`src/common/core_pkg.sv`:
```
package core_pkg;

    // ~~~~~~~~~~~~~~~~~~~~~~~~~~~~~~~~~~~~~~~~
    // widths
    // ~~~~~~~~~~~~~~~~~~~~~~~~~~~~~~~~~~~~~~~~
    typedef logic [63:0] xlen_t;      // data word or byte address.
    typedef logic [31:0] inst_t;      // one instruction word.
    typedef logic [4:0]  reg_addr_t;  // register index.
    typedef logic [3:0]  alu_sel_t;   // alu operation selector.

    // ~~~~~~~~~~~~~~~~~~~~~~~~~~~~~~~~~~~~~~~~
    // alu operations
    // ~~~~~~~~~~~~~~~~~~~~~~~~~~~~~~~~~~~~~~~~
    localparam alu_sel_t ALU_ADD    = 4'd0;
    localparam alu_sel_t ALU_SUB    = 4'd1;
    localparam alu_sel_t ALU_AND    = 4'd2;
    localparam alu_sel_t ALU_OR     = 4'd3;
    localparam alu_sel_t ALU_XOR    = 4'd4;
    localparam alu_sel_t ALU_SLL    = 4'd5;
    localparam alu_sel_t ALU_SRL    = 4'd6;
    localparam alu_sel_t ALU_SRA    = 4'd7;
    localparam alu_sel_t ALU_SLT    = 4'd8;
    localparam alu_sel_t ALU_SLTU   = 4'd9;
    localparam alu_sel_t ALU_PASS_B = 4'd10;  // result is op2, used by lui.

    // ~~~~~~~~~~~~~~~~~~~~~~~~~~~~~~~~~~~~~~~~
    // major opcodes
    // ~~~~~~~~~~~~~~~~~~~~~~~~~~~~~~~~~~~~~~~~
    localparam logic [6:0] OPC_OP     = 7'b0110011;
    localparam logic [6:0] OPC_OP_IMM = 7'b0010011;
    localparam logic [6:0] OPC_LUI    = 7'b0110111;
    localparam logic [6:0] OPC_LOAD   = 7'b0000011;
    localparam logic [6:0] OPC_STORE  = 7'b0100011;

    localparam logic [2:0] F3_DOUBLE  = 3'b011;  // ld and sd width code.

    // ~~~~~~~~~~~~~~~~~~~~~~~~~~~~~~~~~~~~~~~~
    // pipeline bundles
    // ~~~~~~~~~~~~~~~~~~~~~~~~~~~~~~~~~~~~~~~~
    typedef struct packed {
        xlen_t     pc;
        inst_t     inst;
        xlen_t     op1;
        xlen_t     op2;
        alu_sel_t  alu_sel;
        logic      reg_we;
        reg_addr_t reg_waddr;
        logic      ram_re;
        logic      ram_we;
        xlen_t     ram_wdata;
        logic      illegal;
    } ex_ctrl_t;

    typedef struct packed {
        xlen_t     pc;
        inst_t     inst;
        logic      rd_we;
        reg_addr_t rd;
        xlen_t     rd_data;
        logic      mem_we;
        xlen_t     mem_addr;
        xlen_t     mem_wdata;
        logic      illegal;
    } retire_t;

endpackage

```
`src/logic/id_ex_reg.sv`:
```
`timescale 1ns/100ps

module id_ex_reg import core_pkg::*; (
    input  logic     clk,
    input  logic     rst_n,
    input  logic     in_valid_i,
    input  ex_ctrl_t in_ctrl_i,
    output logic     in_ready_o,
    output logic     out_valid_o,
    output ex_ctrl_t out_ctrl_o,
    input  logic     out_ready_i
);

    // the slot can take a new bundle when it is empty or is being drained.
    assign in_ready_o = !out_valid_o || out_ready_i;

    // ~~~~~~~~~~~~~~~~~~~~~~~~~~~~~~~~~~~~~~~~
    // stage register
    // ~~~~~~~~~~~~~~~~~~~~~~~~~~~~~~~~~~~~~~~~
    always_ff @(posedge clk) begin
        if (rst_n) begin
            out_valid_o          <= 1'b0;
            out_ctrl_o.alu_sel   <= ALU_ADD;
            out_ctrl_o.reg_we    <= 1'b0;
            out_ctrl_o.reg_waddr <= '0;
            out_ctrl_o.ram_re    <= 1'b0;
            out_ctrl_o.ram_we    <= 1'b0;
            out_ctrl_o.illegal   <= 1'b0;
        end else if (in_ready_o) begin
            out_valid_o <= in_valid_i;  // drops when drained with no input.
            out_ctrl_o  <= in_ctrl_i;
        end
    end

endmodule

```
`config.mk`:
```
export PLATFORM = sky130hd
export DESIGN_NAME = id_ex_reg
export DESIGN_NICKNAME = d
export VERILOG_FILES = /design/src/common/core_pkg.sv /design/src/logic/id_ex_reg.sv
export SDC_FILE = /design/constraint.sdc
export NUM_CORES = 1
export LEC_CHECK = 0
export ABC_AREA = 1
export ABC_CLOCK_PERIOD_IN_PS = 15800
export BUFFER_PORTS_ARGS = -buffer_cell sky130_fd_sc_hd__buf_2
export CORE_AREA = 5 5 231 233
export DETAILED_ROUTE_END_ITERATION = 6
export DIE_AREA = 0 0 236 238
export GPL_TIMING_DRIVEN = 0
export SLEW_MARGIN = 20
export SYNTH_ARGS = -nofsm -noshare
export SYNTH_HDL_FRONTEND = slang
export SYNTH_SLANG_ARGS = --single-unit
```
`constraint.sdc`:
```
create_clock -name clk -period 15.8 [get_ports clk]
set_input_delay 0.79 -clock clk [delete_from_list [all_inputs] [get_ports clk]]
set_output_delay 0.79 -clock clk [all_outputs]
set_load 0.05 [all_outputs]
```
==> results.ini <==
[route]
vias_per_cell = 3.54
drt_iter0_drc = 179
ant_nets = 0
dr_total_vias = 6175
drt-pass1-iter-count = 5
drt_wl_total_um = 31800
drc = 0
post_drt_wl_per_cell_um = 18.2

[status]
run_status = completed

[cts]
cts_resized = 0
cts_buffer_depth = 3
hold_buffers = 0
postCtsSetupBuffers = 0
clkTransAtPathRegs_ns = 0.06
cts_tree = built
ctsRootBufferMaster = clkbuf_16
h-tree-depth = 2
cts_made_buffers = 36
cts.sinks = 302
worstSkewPairLatency_ns = 0.52

[floorplanning]
io_pins = 608
die_w_um = 236
die_y_um = 238
rows = 83
initial_utilization = 0.181
die_area_um2 = 56200
core_area_um2 = 51000

[placement]
gp_congestion = 0.886
dp_hpwl_um = 25800
placed_cell_area_um2 = 13400
numPortBuffers = 607
dp.cells = 1677

[worst_setup_path]
crit_type = flop to flop
worstPathArrival_ns = 2.67
worstPathMaxFanout = 30
worstPathRequired_ns = 16.01
cp-end-kind = flop
start_kind = flop

[logic_synthesis]
synthTopCellsByArea = edfxtp_1, dfxtp_1, nor2_1
ys_types = 11
ys_seq_area_frac = 0.965
yosysTopAreaCell = edfxtp_1
syn-cell-area_um2 = 9250
syn_nets = 684
netlist_instances = 379
postSynthAreaPerCell_um2 = 24.4
synth-seq-cells = 302
synth_top_area_frac = 0.935
yosys_warnings = 0

[timing]
finalCritPeriodShare = 0.155
finalClockSkew_ns = 0.0144
slew_violations = 0
fin_crit_ns = 2.46
setup_viol = 0
relSlewSlack = 0.732
worst_pin_slew_ns = 0.401
rsz0062_at_grt = false
hold_viol = 0
clock.fmax_ghz = 0.407

[pwr]
p_leak_nw = 6.14
p_per_area_nw_per_um2 = 140
peakVddDrop_v = 0.0000876

[grt]
grt_use_total = 0.106
grt_max_degree = 31
antenna_found_initial = 15
grt_pass1_vias = 6611
overflow = 0
grt_pass1_wl_um = 44100

[finish]
layout_commonest_cell = buf_2
instances_no_fill = 1745
final_layout_size_suffix_gt1_frac = 0.637
layout.nets = 1340
areaGrowthSynthToFinish_pct = 57.1
final_area_um2 = 14500
fill_cells = 5189
final_cell_mix = buf_2, edfxtp_1, clkbuf_16

[run]
cap_viol_max_count = 0

[worst_hold_path]
hold_path.class = input pin to flop

[routing by layer]
layer,up-vias,track usage,routed length (µm)
met2,369,0.183,15800
li1,2780,-,-
met3,90,0.0583,3990
met1,2914,0.105,10400
met5,-,0,136
met4,22,0.0480,1490
[cell usage after synthesis, drive strengths merged]
cell / count
buf: 3
clkbuf: 1
dfxtp: 14
edfxtp: 288
inv: 17
nand2: 13
nand3: 13
nor2: 30
[registers in the layout, indices dropped and copies added, names as in the netlist]
signal	cells
out_ctrl_o	301
out_valid_o	1
[area by class of cell]
class	count	area, µm²	area share
inverter	17	63.8	0.00439
clock inverter	17	148	0.0102
timing repair buffer	618	3270	0.225
tap	680	851	0.0585
buffer	4	25.0	0.00172
antenna	4	10.0	0.000689
sequential	302	8930	0.614
multi-input combinational	56	241	0.0166
clock buffer	47	993	0.0684
[worst paths after layout]
check,start,to,slack (ns),cells past startpoint
max,out_valid_o,out_ctrl_o[166],13.34,9
min,in_ctrl_i[90],out_ctrl_o[90],0.44,1
max reg2reg,out_valid_o,out_ctrl_o[166],13.34,9
min reg2reg,out_ctrl_o[66],out_ctrl_o[66],0.53,4
[cells by family (layout without fill, tap and decap cells)]
group,count (synthesis),count (layout),share of synthesized area
flip-flops,302,302,0.965
other,0,4,0
AND/OR/NAND/NOR,56,56,0.0253
buffers and inverters,21,703,0.00960
[where the power goes]
part / total (W) / switching (W) / internal [W]
Combinational: 0.000287 / 0.000221 / 0.0000661
Clock: 0.000795 / 0.000318 / 0.000477
Sequential: 0.000947 / 0.0000139 / 0.000933
Total: 0.00203 / 0.000553 / 0.00148
[per-stage QoR]
stage	TNS, ns	utilization	hold slack, ns	setup WS (ns)	power, W
finish	0	0.285	0.440	13.34	0.00203
global route	0	0.285	0.396	13.21	0.00212
CTS	0	0.285	0.385	13.32	0.00208
detailed placement	0	0.262	0.523	12.84	0.00126
global placement	-911.98	0.258	0.527	-3.21	0.00127
floorplan	0	-	0.744	1.86	0.00116
[critical path, cell delays in order (launching register included)]
cell and delay [ns]:
dfxtp_1 0.36, inv_2 0.09, nor2_4 0.05, buf_6 0.14, nor2_4 0.33, buf_12 0.25, buf_12 0.22, buf_12 0.22
buf_12 0.22, buf_12 0.21
(Power assumes the default switching activity.)
