## config.mk

```make
export PLATFORM = sky130hd
export DESIGN_NAME = reg_file
export DESIGN_NICKNAME = d
export VERILOG_FILES = /design/src/common/core_pkg.sv /design/src/logic/reg_file.sv
export SDC_FILE = /design/constraint.sdc
export NUM_CORES = 2
export LEC_CHECK = 0
export BUFFER_PORTS_ARGS = -buffer_cell sky130_fd_sc_hd__buf_4
export CORE_MARGIN = 1
export CORE_UTILIZATION = 41
export DETAILED_ROUTE_END_ITERATION = 10
export SETUP_SLACK_MARGIN = 0.02
export SYNTH_ARGS = -nofsm -noshare
export SYNTH_HDL_FRONTEND = slang
export SYNTH_SLANG_ARGS = --single-unit
```

## constraint.sdc

```tcl
create_clock -name clk -period 2.34 [get_ports clk]
set_input_delay 0.234 -clock clk [delete_from_list [all_inputs] [get_ports clk]]
set_output_delay 0.234 -clock clk [all_outputs]
set_load 0.03 [all_outputs]
```

## src/common/core_pkg.sv

```systemverilog
package core_pkg;

    // ~~~~~~~~~~~~~~~~~~~~~~~~~~~~~~~~~~~~~~~~
    // widths
    // ~~~~~~~~~~~~~~~~~~~~~~~~~~~~~~~~~~~~~~~~
    typedef logic [63:0] xlen_t;      // data word or byte address.
    typedef logic [31:0] inst_t;      // one instruction word.
    typedef logic [4:0]  reg_addr_t;  // register index.
    typedef logic [3:0]  alu_sel_t;   // alu operation selector.

    // ~~~~~~~~~~~~~~~~~~~~~~~~~~~~~~~~~~~~~~~~
    // alu operations
    // ~~~~~~~~~~~~~~~~~~~~~~~~~~~~~~~~~~~~~~~~
    localparam alu_sel_t ALU_ADD    = 4'd0;
    localparam alu_sel_t ALU_SUB    = 4'd1;
    localparam alu_sel_t ALU_AND    = 4'd2;
    localparam alu_sel_t ALU_OR     = 4'd3;
    localparam alu_sel_t ALU_XOR    = 4'd4;
    localparam alu_sel_t ALU_SLL    = 4'd5;
    localparam alu_sel_t ALU_SRL    = 4'd6;
    localparam alu_sel_t ALU_SRA    = 4'd7;
    localparam alu_sel_t ALU_SLT    = 4'd8;
    localparam alu_sel_t ALU_SLTU   = 4'd9;
    localparam alu_sel_t ALU_PASS_B = 4'd10;  // result is op2, used by lui.

    // ~~~~~~~~~~~~~~~~~~~~~~~~~~~~~~~~~~~~~~~~
    // major opcodes
    // ~~~~~~~~~~~~~~~~~~~~~~~~~~~~~~~~~~~~~~~~
    localparam logic [6:0] OPC_OP     = 7'b0110011;
    localparam logic [6:0] OPC_OP_IMM = 7'b0010011;
    localparam logic [6:0] OPC_LUI    = 7'b0110111;
    localparam logic [6:0] OPC_LOAD   = 7'b0000011;
    localparam logic [6:0] OPC_STORE  = 7'b0100011;

    localparam logic [2:0] F3_DOUBLE  = 3'b011;  // ld and sd width code.

    // ~~~~~~~~~~~~~~~~~~~~~~~~~~~~~~~~~~~~~~~~
    // pipeline bundles
    // ~~~~~~~~~~~~~~~~~~~~~~~~~~~~~~~~~~~~~~~~
    typedef struct packed {
        xlen_t     pc;
        inst_t     inst;
        xlen_t     op1;
        xlen_t     op2;
        alu_sel_t  alu_sel;
        logic      reg_we;
        reg_addr_t reg_waddr;
        logic      ram_re;
        logic      ram_we;
        xlen_t     ram_wdata;
        logic      illegal;
    } ex_ctrl_t;

    typedef struct packed {
        xlen_t     pc;
        inst_t     inst;
        logic      rd_we;
        reg_addr_t rd;
        xlen_t     rd_data;
        logic      mem_we;
        xlen_t     mem_addr;
        xlen_t     mem_wdata;
        logic      illegal;
    } retire_t;

endpackage

```

## src/logic/reg_file.sv

```systemverilog
`timescale 1ns/100ps

module reg_file import core_pkg::*; (
    input  logic      clk,
    input  logic      rst_n,
    input  reg_addr_t rs1_addr_i,
    input  reg_addr_t rs2_addr_i,
    output xlen_t     rs1_data_o,
    output xlen_t     rs2_data_o,
    input  logic      wb_we_i,
    input  reg_addr_t wb_addr_i,
    input  xlen_t     wb_data_i
);

    xlen_t regs [1:31];  // x0 has no storage.

    always_ff @(posedge clk) begin
        if (rst_n) begin
            for (int i = 1; i < 32; i++) begin
                regs[i] <= '0;
            end
        end else if (wb_we_i && wb_addr_i != '0) begin
            regs[wb_addr_i] <= wb_data_i;
        end
    end

    // reads are combinational, so a write shows up in the next cycle.
    always_comb begin
        if (rs1_addr_i == '0) begin
            rs1_data_o = '0;
        end else begin
            rs1_data_o = regs[rs1_addr_i];
        end
        if (rs2_addr_i == '0) begin
            rs2_data_o = '0;
        end else begin
            rs2_data_o = regs[rs2_addr_i];
        end
    end

endmodule

```

==> metrics <==
min cycle time layout 3.11 ns; Clk pwr share 0.376; initial antenna violation count 62; TritonCTS clock tree done; core area 263,000 sq um; main flop type after synthesis edfxtp_1; Syn Inst Count 7,055; fin util 0.499; Sw Share 0.265; via count 73,698; Worst-path clk slew 0.06 ns; post-DR wirelength/cell 38.7 um; row count approximately 190; final worst-path setup slack -0.769 ns; number of H-tree levels 4; Cells after DPL 10,803; synthesized flop and latch total 2,048; router iterations before antenna repair 6; Yosys top cell by area edfxtp_1; Setup crit end kind output pin; Routed Antenna Nets 0; max reg flops 2,048; DRC Markers 0; period utilisation layout 1.33; Synth top area share 0.568; status finished, violations left; P_sw 24.7 mW; Fmax 322 MHz; final setup vio count 128; I/O Buffers ~210; # clock sinks 2,048; DP Wirelength around 260,000 um; clock buffer depth 3; RSZ-0062 raised after global routing yes; violated checks negative setup slack; global-route wire length before repair between 500,000 and 600,000 um; hold crit path type in2reg; sequential share of power 0.466; largest net degree at the start of global routing 65; GRT Total Usage 0.327; Initial Utilization 0.412; Detailed Route WL between 400,000 and 500,000 um; Worst-Margin Slew 0.868 ns; synth unique cells 43; Root Driver clkbuf_16; critical path peak fanout 2; syn avg cell area 15.3 sq um; Hold Path Cell Cnt 3; Max Cap Viol 0; Async SR Flop Fraction 0; WS Path Type reg2out; Die H 516 um; synth top area cells edfxtp_1, mux4_2, and2_1; share of post-route cells with drive strength above 1 0.339; dpl ws -0.991 ns; Final Wtd Congestion 0.879; final-stage net count 7,655; Layout area overhead 20.9%; vias per cell 6.52; Die Area between 200,000 and 300,000 sq um; width of the die approximately 520 um; setup TNS -62.63 ns; post-synthesis sequential area ratio 0.568; CP Data Arrival Time approximately 2.9 ns; top-count cell post-synth edfxtp_1; yosys warns 0; EDFF count, synth 2,048; Worst setup SP type register; number of global-route vias before repair 72,363; Max-slew headroom 0.417; top flop regs regs (2048); Layout Cells excl Fill between 10,000 and 15,000; gr ovfl total 0; Boundary Pins 210; internal power just under 70 mW; TritonCTS buffer count 215; pins over their slew limit 0; Comb pwr share 0.158; PwrDens 712 nW/um^2; peak supply drop 0.671 mV; Post-Synthesis Cell Area 108,000 sq um; Synth top cells by count edfxtp_1, and2_1, mux4_2; initial DRC count 12,548; critical path data required time 2.11 ns; LEAKAGE roughly 46 nW; Biggest register regs; Fin. Hold Viols 0
## per-layer routing
layer  GRT usage  wire length [um]  part of all wire  up-vias
met3      0.0769             54000              0.12     1262
met4       0.187             27900             0.064       18
met5     0.00548               284           0.00065        -
met2       0.509            201000              0.46     5799
met1       0.420            155000              0.35    38330
li1            -                 -                 -    28289
## worst max-delay path, cell delays in order (launching register included)
cell and delay (ns):
edfxtp_1 0.36, mux4_2 0.26, mux2i_2 0.09, nor2_2 0.16, a211oi_2 0.09, nor4_4 0.78
buf_6 0.23
## layout make-up
class / count / area (sq um)
clock buffer: 254 / 5590
clock inverter: 142 / 1420
antenna: 30 / 75.1
multi-input combinational: 4279 / 45700
timing repair buffer: 1027 / 12200
fill: 21675 / 132000
tap: 3515 / 4400
sequential: 2048 / 61500
inverter: 2 / 8.76
## cells in the final DEF, fill, tap and decap left out, drive strengths merged, types with 64 or more instances in the layout
cell and n:
conb 64, mux2i 363, a22oi 74, buf 963, edfxtp 2048, mux4 906, clkinv 103, nand2 109
and2 1986, o22ai 100, dlygate4sd3 64, clkbuf 254, mux2 122
## what timing repair did
item / 4_1_cts / 5_1_grt
cloned: 0 / 0
gates resized for setup: 378 / 56
hold endpoints to repair: 2048 / 0
hold buffers: 64 / 0
pin swaps: 228 / 66
endpoints found under the setup margin: 128 / 128
buffers inserted: 18 / 24
## stage by stage
step | power [mW] | area [sq um] | hold WS (ns)
floorplan | 51.0 | 109000 | 0.333
global placement | 57.5 | 121000 | 0.639
detailed placement | 57.7 | 121000 | 0.645
CTS | 92.9 | 130000 | 0.174
global route | 95.0 | 131000 | 0.232
finish | 93.2 | 131000 | 0.246
## path summary, 6_finish.rpt
check / start / endpoint / slack (ns)
max: regs[19][10] / rs2_data_o[10] / -0.77
min: rst_n / regs[4][13] / 0.25
## power groups by stage
stage	combinational [mW]	clock, mW	sequential [mW]
2_1_floorplan	7.30	0	43.7
5_1_grt	15.0	36.3	43.6
3_5_place_dp	13.6	0	44.1
6_report	14.7	35.0	43.4
3_3_place_gp	13.6	0	44.0
4_1_cts	14.4	35.1	43.4
## logic make-up (layout without fill, tap and decap cells)
kind of cell | Yosys count | in the layout | synth area share
and+or+nand+nor | 2285 | 2285 | 0.128
muxes | 1391 | 1391 | 0.235
buffers and inverters | 791 | 1425 | 0.0316
other | 1 | 94 | 0.0000346
AOI/OAI and AO/OA | 539 | 539 | 0.0375
DFF | 2048 | 2048 | 0.568
No activity file was read; power rests on OpenSTA's default activity.
