## src/common/core_pkg.sv

```systemverilog
package core_pkg;

    // ~~~~~~~~~~~~~~~~~~~~~~~~~~~~~~~~~~~~~~~~
    // widths
    // ~~~~~~~~~~~~~~~~~~~~~~~~~~~~~~~~~~~~~~~~
    typedef logic [63:0] xlen_t;      // data word or byte address.
    typedef logic [31:0] inst_t;      // one instruction word.
    typedef logic [4:0]  reg_addr_t;  // register index.
    typedef logic [3:0]  alu_sel_t;   // alu operation selector.

    // ~~~~~~~~~~~~~~~~~~~~~~~~~~~~~~~~~~~~~~~~
    // alu operations
    // ~~~~~~~~~~~~~~~~~~~~~~~~~~~~~~~~~~~~~~~~
    localparam alu_sel_t ALU_ADD    = 4'd0;
    localparam alu_sel_t ALU_SUB    = 4'd1;
    localparam alu_sel_t ALU_AND    = 4'd2;
    localparam alu_sel_t ALU_OR     = 4'd3;
    localparam alu_sel_t ALU_XOR    = 4'd4;
    localparam alu_sel_t ALU_SLL    = 4'd5;
    localparam alu_sel_t ALU_SRL    = 4'd6;
    localparam alu_sel_t ALU_SRA    = 4'd7;
    localparam alu_sel_t ALU_SLT    = 4'd8;
    localparam alu_sel_t ALU_SLTU   = 4'd9;
    localparam alu_sel_t ALU_PASS_B = 4'd10;  // result is op2, used by lui.

    // ~~~~~~~~~~~~~~~~~~~~~~~~~~~~~~~~~~~~~~~~
    // major opcodes
    // ~~~~~~~~~~~~~~~~~~~~~~~~~~~~~~~~~~~~~~~~
    localparam logic [6:0] OPC_OP     = 7'b0110011;
    localparam logic [6:0] OPC_OP_IMM = 7'b0010011;
    localparam logic [6:0] OPC_LUI    = 7'b0110111;
    localparam logic [6:0] OPC_LOAD   = 7'b0000011;
    localparam logic [6:0] OPC_STORE  = 7'b0100011;

    localparam logic [2:0] F3_DOUBLE  = 3'b011;  // ld and sd width code.

    // ~~~~~~~~~~~~~~~~~~~~~~~~~~~~~~~~~~~~~~~~
    // pipeline bundles
    // ~~~~~~~~~~~~~~~~~~~~~~~~~~~~~~~~~~~~~~~~
    typedef struct packed {
        xlen_t     pc;
        inst_t     inst;
        xlen_t     op1;
        xlen_t     op2;
        alu_sel_t  alu_sel;
        logic      reg_we;
        reg_addr_t reg_waddr;
        logic      ram_re;
        logic      ram_we;
        xlen_t     ram_wdata;
        logic      illegal;
    } ex_ctrl_t;

    typedef struct packed {
        xlen_t     pc;
        inst_t     inst;
        logic      rd_we;
        reg_addr_t rd;
        xlen_t     rd_data;
        logic      mem_we;
        xlen_t     mem_addr;
        xlen_t     mem_wdata;
        logic      illegal;
    } retire_t;

endpackage

```

## src/decode/inst_decoder.sv

```systemverilog
`timescale 1ns/100ps

module inst_decoder import core_pkg::*; (
    input  logic      inst_valid_i,
    input  inst_t     inst_i,
    input  xlen_t     pc_i,
    input  xlen_t     rs1_data_i,
    input  xlen_t     rs2_data_i,
    input  logic      fwd_valid_i,
    input  reg_addr_t fwd_rd_i,
    input  xlen_t     fwd_data_i,
    input  logic      dec_ready_i,
    output reg_addr_t rs1_addr_o,
    output reg_addr_t rs2_addr_o,
    output logic      inst_ready_o,
    output logic      dec_valid_o,
    output ex_ctrl_t  dec_ctrl_o
);

    logic [6:0] opcode;
    logic [2:0] funct3;
    logic [6:0] funct7;
    reg_addr_t  rd;
    reg_addr_t  rs1;
    reg_addr_t  rs2;
    xlen_t      imm_i;
    xlen_t      imm_s;
    xlen_t      imm_u;
    xlen_t      rs1_val;
    xlen_t      rs2_val;
    logic       legal;

    assign opcode = inst_i[6:0];
    assign rd     = inst_i[11:7];
    assign funct3 = inst_i[14:12];
    assign rs1    = inst_i[19:15];
    assign rs2    = inst_i[24:20];
    assign funct7 = inst_i[31:25];

    assign imm_i = {{52{inst_i[31]}}, inst_i[31:20]};
    assign imm_s = {{52{inst_i[31]}}, inst_i[31:25], inst_i[11:7]};
    assign imm_u = {{32{inst_i[31]}}, inst_i[31:12], 12'h000};

    assign rs1_addr_o = rs1;
    assign rs2_addr_o = rs2;

    // the instruction sitting in execute has not written back yet.
    assign rs1_val = (fwd_valid_i && fwd_rd_i != '0 && fwd_rd_i == rs1) ? fwd_data_i : rs1_data_i;
    assign rs2_val = (fwd_valid_i && fwd_rd_i != '0 && fwd_rd_i == rs2) ? fwd_data_i : rs2_data_i;

    assign dec_valid_o  = inst_valid_i;
    assign inst_ready_o = dec_ready_i;

    always_comb begin
        dec_ctrl_o           = '0;
        dec_ctrl_o.pc        = pc_i;
        dec_ctrl_o.inst      = inst_i;
        dec_ctrl_o.op1       = rs1_val;
        dec_ctrl_o.op2       = rs2_val;
        dec_ctrl_o.alu_sel   = ALU_ADD;
        dec_ctrl_o.reg_waddr = rd;
        dec_ctrl_o.ram_wdata = rs2_val;
        legal                = 1'b1;
        case (opcode)
            OPC_OP: begin
                dec_ctrl_o.reg_we = 1'b1;
                case ({funct7, funct3})
                    10'b0000000_000: dec_ctrl_o.alu_sel = ALU_ADD;
                    10'b0100000_000: dec_ctrl_o.alu_sel = ALU_SUB;
                    10'b0000000_001: dec_ctrl_o.alu_sel = ALU_SLL;
                    10'b0000000_010: dec_ctrl_o.alu_sel = ALU_SLT;
                    10'b0000000_011: dec_ctrl_o.alu_sel = ALU_SLTU;
                    10'b0000000_100: dec_ctrl_o.alu_sel = ALU_XOR;
                    10'b0000000_101: dec_ctrl_o.alu_sel = ALU_SRL;
                    10'b0100000_101: dec_ctrl_o.alu_sel = ALU_SRA;
                    10'b0000000_110: dec_ctrl_o.alu_sel = ALU_OR;
                    10'b0000000_111: dec_ctrl_o.alu_sel = ALU_AND;
                    default:         legal = 1'b0;
                endcase
            end
            OPC_OP_IMM: begin
                dec_ctrl_o.reg_we = 1'b1;
                dec_ctrl_o.op2    = imm_i;
                case (funct3)
                    3'b000:  dec_ctrl_o.alu_sel = ALU_ADD;
                    3'b010:  dec_ctrl_o.alu_sel = ALU_SLT;
                    3'b100:  dec_ctrl_o.alu_sel = ALU_XOR;
                    3'b110:  dec_ctrl_o.alu_sel = ALU_OR;
                    3'b111:  dec_ctrl_o.alu_sel = ALU_AND;
                    default: legal = 1'b0;  // immediate shifts are not supported.
                endcase
            end
            OPC_LUI: begin
                dec_ctrl_o.reg_we  = 1'b1;
                dec_ctrl_o.op1     = '0;
                dec_ctrl_o.op2     = imm_u;
                dec_ctrl_o.alu_sel = ALU_PASS_B;
            end
            OPC_LOAD: begin
                dec_ctrl_o.reg_we = 1'b1;
                dec_ctrl_o.ram_re = 1'b1;
                dec_ctrl_o.op2    = imm_i;  // alu adds base and offset.
                legal             = (funct3 == F3_DOUBLE);
            end
            OPC_STORE: begin
                dec_ctrl_o.ram_we = 1'b1;
                dec_ctrl_o.op2    = imm_s;
                legal             = (funct3 == F3_DOUBLE);
            end
            default: legal = 1'b0;
        endcase
        if (!legal) begin
            dec_ctrl_o.reg_we  = 1'b0;  // no side effects for unknown encodings.
            dec_ctrl_o.ram_re  = 1'b0;
            dec_ctrl_o.ram_we  = 1'b0;
            dec_ctrl_o.illegal = 1'b1;
        end
    end

endmodule

```

## config.mk

```make
export PLATFORM = sky130hd
export DESIGN_NAME = inst_decoder
export DESIGN_NICKNAME = d
export VERILOG_FILES = /design/src/common/core_pkg.sv /design/src/decode/inst_decoder.sv
export SDC_FILE = /design/constraint.sdc
export NUM_CORES = 1
export LEC_CHECK = 0
export ABC_CLOCK_PERIOD_IN_PS = 3400
export BUFFER_PORTS_ARGS = -buffer_cell sky130_fd_sc_hd__clkbuf_2
export CORE_AREA = 10 10 226 228
export DETAILED_ROUTE_END_ITERATION = 10
export DIE_AREA = 0 0 236 238
export SLEW_MARGIN = 20
export SYNTH_ARGS = -nofsm -noshare
export SYNTH_HDL_FRONTEND = slang
export SYNTH_SLANG_ARGS = --single-unit
```

## constraint.sdc

```tcl
create_clock -name vclk -period 3.4
set_input_delay 1.02 -clock vclk [all_inputs]
set_output_delay 1.02 -clock vclk [all_outputs]
set_load 0.01 [all_outputs]
```

==> results.sh, run 1 <==
export IMPL_pin_count=609
export IMPL_start_util=0.107
export IMPL_period_share=1.12
export IMPL_routedWlPerCell_um=24.7
export IMPL_syn_nets=1068
export IMPL_dieArea_um2=56200
export IMPL_drc_errors=0
export IMPL_layout_area_seq_um2=0
export IMPL_dp_slack_ns=-0.479
export IMPL_synth_compound_area_frac=0.353
export IMPL_slew_headroom=0.557
export IMPL_synth_fa_ha_area_frac=0
export IMPL_drt_iter0_markers=452
export IMPL_slowest_delay_ns=0.59
export IMPL_mostFrequentLayoutCells="355 x clkbuf_2, 117 x buf_4, 105 x buf_2"
export IMPL_grt_util_met3=0.0350
export IMPL_synth_area_top_cells="buf_4 17%, nand4_1 11%, a21oi_1 9.7%, o31ai_1 9.7%, mux2_4 6.1%"
export IMPL_yosys_warnings=0
export IMPL_grt_pass1_wl_um=59400
export IMPL_yosys_area_top_type="buf_4"
export IMPL_core_um2=46400
export IMPL_min_path_type="in2out"
export IMPL_worst_ep_arrival_time_ns=2.79
export IMPL_rsz0062_at_grt="true"
export IMPL_synth_avg_cell_area_um2=6.40
export IMPL_power_density_nw_per_um2=157
export IMPL_maxCapViolations=0
export IMPL_critPathRequiredTime_ns=2.38
export IMPL_ir_worst_vdd_uv=64.1
export IMPL_gp_congestion=0.903
export IMPL_yosys_mux_area_fraction=0.0858
export IMPL_grt_antenna_before_repair=1
export IMPL_wl_um=45300
export IMPL_critical_path_slowest_cell="or4_4"
export IMPL_setup_viol=192
export IMPL_synth_top_area_frac=0.175
export IMPL_violations="setup timing"
export IMPL_crit_chain="buf_6 -> or4_4 -> o211a_4 -> nand2_8 -> clkbuf_16 -> mux2_4 -> clkbuf_2"
export IMPL_critPathTopFamily="simple AND/OR/NAND/NOR gates"
export IMPL_report_final_hold_viol_count=0
export IMPL_place_area_um2=8470
export IMPL_use_met1=0.155
export IMPL_track_usage=0.138
export IMPL_p_leak_nw=4.62
export IMPL_worst_slack_ns=-0.415
export IMPL_synth_top_family_by_area="compound AO/OA/AOI/OAI gates"
export IMPL_vias=8312
export IMPL_syn2layout_area_growth_pct=108
export IMPL_seq_cells=0
export IMPL_nClkBuffers=0
export IMPL_syn_inst=772
export IMPL_critPathLaunchType="input pin"
export IMPL_numPortBuffers=477
export IMPL_outcome="complete, but fails checks"
export IMPL_viasPerCell=4.53
export IMPL_grt_pass1_vias=8560
export IMPL_fp_dieW_um=236
export IMPL_synth_seq_area_share=0
export IMPL_final_common_cell="clkbuf_2"
export IMPL_maxSlewViolCount=0
export IMPL_fin_area_um2=10300
export IMPL_overflow=0
export IMPL_die_h_um=238
export IMPL_path_buf_inv=3
export IMPL_hold_buffers=0
export IMPL_fillers=5185
export IMPL_use_met2=0.252
export IMPL_path_max_fanout=9
export IMPL_rows=79
export IMPL_synthesis_area_um2=4940
export IMPL_finalCriticalPeriod_ns=3.81
export IMPL_tightest_slew_ns=0.664
export IMPL_synth_xor_area_frac=0.0195
export IMPL_dr_pass1_iters=4
export IMPL_clock_fmax_mhz=262
export IMPL_endpoint_kind="output pin"
export IMPL_ant_nets=0
export IMPL_dpl_hpwl_um=35100
export IMPL_crit_type="in2out"
export IMPL_drive_above_1_share=0.685
export IMPL_ys_types=47
export IMPL_busiest_layer="met2"
export IMPL_layout_nets=1526
export IMPL_grt_max_degree=42
export IMPL_synth_simple_area_share=0.264
[cells in the mapped netlist, types with 10 or more instances]
| master | count |
|---|---|
| clkbuf_1 | 61 |
| mux2_4 | 20 |
| nand4_1 | 90 |
| nand2_1 | 52 |
| buf_4 | 115 |
| buf_2 | 12 |
| xnor2_1 | 10 |
| o21ai_0 | 29 |
| o31ai_1 | 64 |
| buf_1 | 11 |
| buf_6 | 11 |
| nand3_1 | 56 |
| a21oi_1 | 96 |
| o211ai_1 | 30 |
| a31oi_1 | 35 |
[where the power goes]
part           internal (mW)  switching [mW]
registers                  0               0
logic                  0.740           0.874
clock network   0.0000000393               0
total                  0.740           0.874
[routing by layer]
layer,part of all wire,vias up
li1,-,3790
met1,0.38,3959
met2,0.51,482
met3,0.079,81
met4,0.028,0
met5,0,-
[per-stage QoR]
stage	util	power, mW	setup TNS (ns)	hold slack [ns]	std cells
after global routing	0.221	1.71	-73.71	2.04	1835
after detailed placement	0.183	1.25	-62.74	2.04	1794
after floorplan	-	0.629	-3.17	2.13	772
final	0.221	1.61	-64.13	2.04	1836
after CTS	0.198	1.41	-65.65	2.04	1809
after global placement	0.183	1.25	-63.74	2.04	1794
[worst paths after layout]
kind | to | from | slack [ns] | cells past startpoint
setup / recovery | dec_ctrl_o[9] | fwd_rd_i[4] | -0.41 | 7
hold / removal | dec_ctrl_o[237] | pc_i[0] | 2.04 | 0
[layout make-up]
type	instances	area, um2	area share
multi-input combinational	556	4650	0.453
tap	607	759	0.0740
timing repair buffer	670	4850	0.472
antenna	1	2.50	0.000244
inverter	2	7.51	0.000731
[cells by family (layout without fill, tap and decap cells)]
group                  after synthesis  in the layout
other                                0              1
buffers and inverters              216            672
multiplexers                        31             31
XOR/XNOR                            11             11
AND/OR/NAND/NOR                    237            237
AO/OA/AOI/OAI                      277            277
[repair_timing]
action | CTS | global route
gates resized for setup | 111 | 238
endpoints found under the setup margin | 196 | 197
pin swaps | 28 | 71
setup buffers | 10 | 17
gates cloned | 5 | 11
(Power assumes the default switching activity.)
==> inputs of run 2 (changes only) <==
==> constraint.sdc (replaced) <==
create_clock -name vclk -period 3.4
set_input_delay 0.51 -clock vclk [all_inputs]
set_output_delay 0.51 -clock vclk [all_outputs]
set_load 0.01 [all_outputs]
==> results.sh, run 2 (same netlist as run 1, synthesis figures left out) <==
export IMPL_worst_ep_arrival_time_ns=2.66
export IMPL_maxSlewViolCount=0
export IMPL_p_leak_nw=3.27
export IMPL_crit_chain="clkbuf_2 -> or4_4 -> o211ai_4 -> buf_4 -> o21ai_0 -> a31oi_1 -> clkbuf_2"
export IMPL_ir_worst_vdd_uv=106
export IMPL_hold_buffers=0
export IMPL_clock_fmax_mhz=316
export IMPL_grt_max_degree=96
export IMPL_mostFrequentLayoutCells="476 x clkbuf_2, 96 x a21oi_1, 90 x nand4_1"
export IMPL_setup_viol=0
export IMPL_dr_pass1_iters=5
export IMPL_critPathTopFamily="compound AO/OA/AOI/OAI gates"
export IMPL_maxUsedRoutingLayer="met5"
export IMPL_vias=7837
export IMPL_grt_pass1_vias=7925
export IMPL_wl_um=43300
export IMPL_seq_cells=0
export IMPL_overflow=0
export IMPL_dpl_hpwl_um=36000
export IMPL_met2_length_um=20600
export IMPL_grt_pass1_wl_um=59400
export IMPL_hp_start="pc_i[2]"
export IMPL_core_um2=46400
export IMPL_start_util=0.107
export IMPL_drive_above_1_share=0.518
export IMPL_critPathLaunchType="input pin"
export IMPL_path_max_fanout=30
export IMPL_hold_ws_ns=1.02
export IMPL_post_cts_buffers=0
export IMPL_layout_nets=1371
export IMPL_die_h_um=238
export IMPL_slew_headroom=0.443
export IMPL_final_common_cell="clkbuf_2"
export IMPL_viasPerCell=4.66
export IMPL_layout_area_seq_um2=0
export IMPL_critPathRequiredTime_ns=2.89
export IMPL_tightest_slew_ns=0.834
export IMPL_drc_errors=0
export IMPL_track_usage=0.141
export IMPL_crit_type="in2out"
export IMPL_grt_antenna_before_repair=10
export IMPL_outcome="completed"
export IMPL_gp_congestion=0.882
export IMPL_pin_count=609
export IMPL_nClkBuffers=0
export IMPL_holdPathEnd="dec_ctrl_o[239]"
export IMPL_numPortBuffers=477
export IMPL_finalCriticalPeriod_ns=3.17
export IMPL_report_final_hold_viol_count=0
export IMPL_cts_resized=0
export IMPL_power_density_nw_per_um2=151
export IMPL_slowest_delay_ns=0.60
export IMPL_fp_dieW_um=236
export IMPL_antenna_cells=0
export IMPL_hold_path_depth=0
export IMPL_syn2layout_area_growth_pct=45.6
export IMPL_path_buf_inv=3
export IMPL_drt_iter0_markers=473
export IMPL_critical_path_slowest_cell="or4_4"
export IMPL_cpMostUsedCell="clkbuf_2"
export IMPL_dieArea_um2=56200
export IMPL_rows=79
export IMPL_ant_nets=0
export IMPL_min_path_type="in2out"
export IMPL_maxCapViolations=0
export IMPL_routedWlPerCell_um=25.8
export IMPL_wl_met3_um=4100
export IMPL_tns_ns=0
export IMPL_wl_met1_um=16600
export IMPL_period_share=0.931
export IMPL_endpoint_kind="output pin"
export IMPL_rsz0062_at_grt="false"
-- run 2: per-stage QoR --
stage | cells | setup WS (ns) | total power, mW | area [um2] | utilization
4_1_cts | 1680 | 0.256 | 1.10 | 7200 | 0.155
2_1_floorplan | 772 | 0.865 | 0.622 | 4940 | -
3_5_place_dp | 1680 | 0.267 | 1.09 | 7200 | 0.155
6_report | 1680 | 0.235 | 1.09 | 7200 | 0.155
5_1_grt | 1680 | 0.178 | 1.17 | 7200 | 0.155
3_3_place_gp | 1680 | 0.282 | 1.09 | 7200 | 0.155
-- run 2: area by class of cell --
class,count,area (um2)
Timing Repair Buffer,515,2800
Inverter,2,7.51
Tap cell,607,759
Fill cell,5455,39200
Multi-Input combinational cell,556,3630
-- run 2: worst max-delay path by stage --
stage,startpoint,end,slack (ns),depth (start not counted)
2_1_floorplan,fwd_rd_i[1],dec_ctrl_o[10],0.86,6
5_1_grt,fwd_rd_i[1],dec_ctrl_o[137],0.18,7
4_1_cts,fwd_rd_i[1],dec_ctrl_o[137],0.26,7
3_3_place_gp,fwd_rd_i[1],dec_ctrl_o[137],0.28,7
6_report,fwd_rd_i[1],dec_ctrl_o[137],0.23,7
3_5_place_dp,fwd_rd_i[1],dec_ctrl_o[137],0.27,7
-- run 2: where the power goes --
part	switching [mW]	internal [mW]	leakage [nW]
clock	0	0	0
sequential	0	0	0
combinational	0.686	0.401	3.27
-- run 2: routing by layer --
layer / up-vias / global-route usage
met5: - / 0
met4: 2 / 0.0561
met3: 103 / 0.0371
met2: 610 / 0.244
met1: 3661 / 0.162
li1: 3461 / -
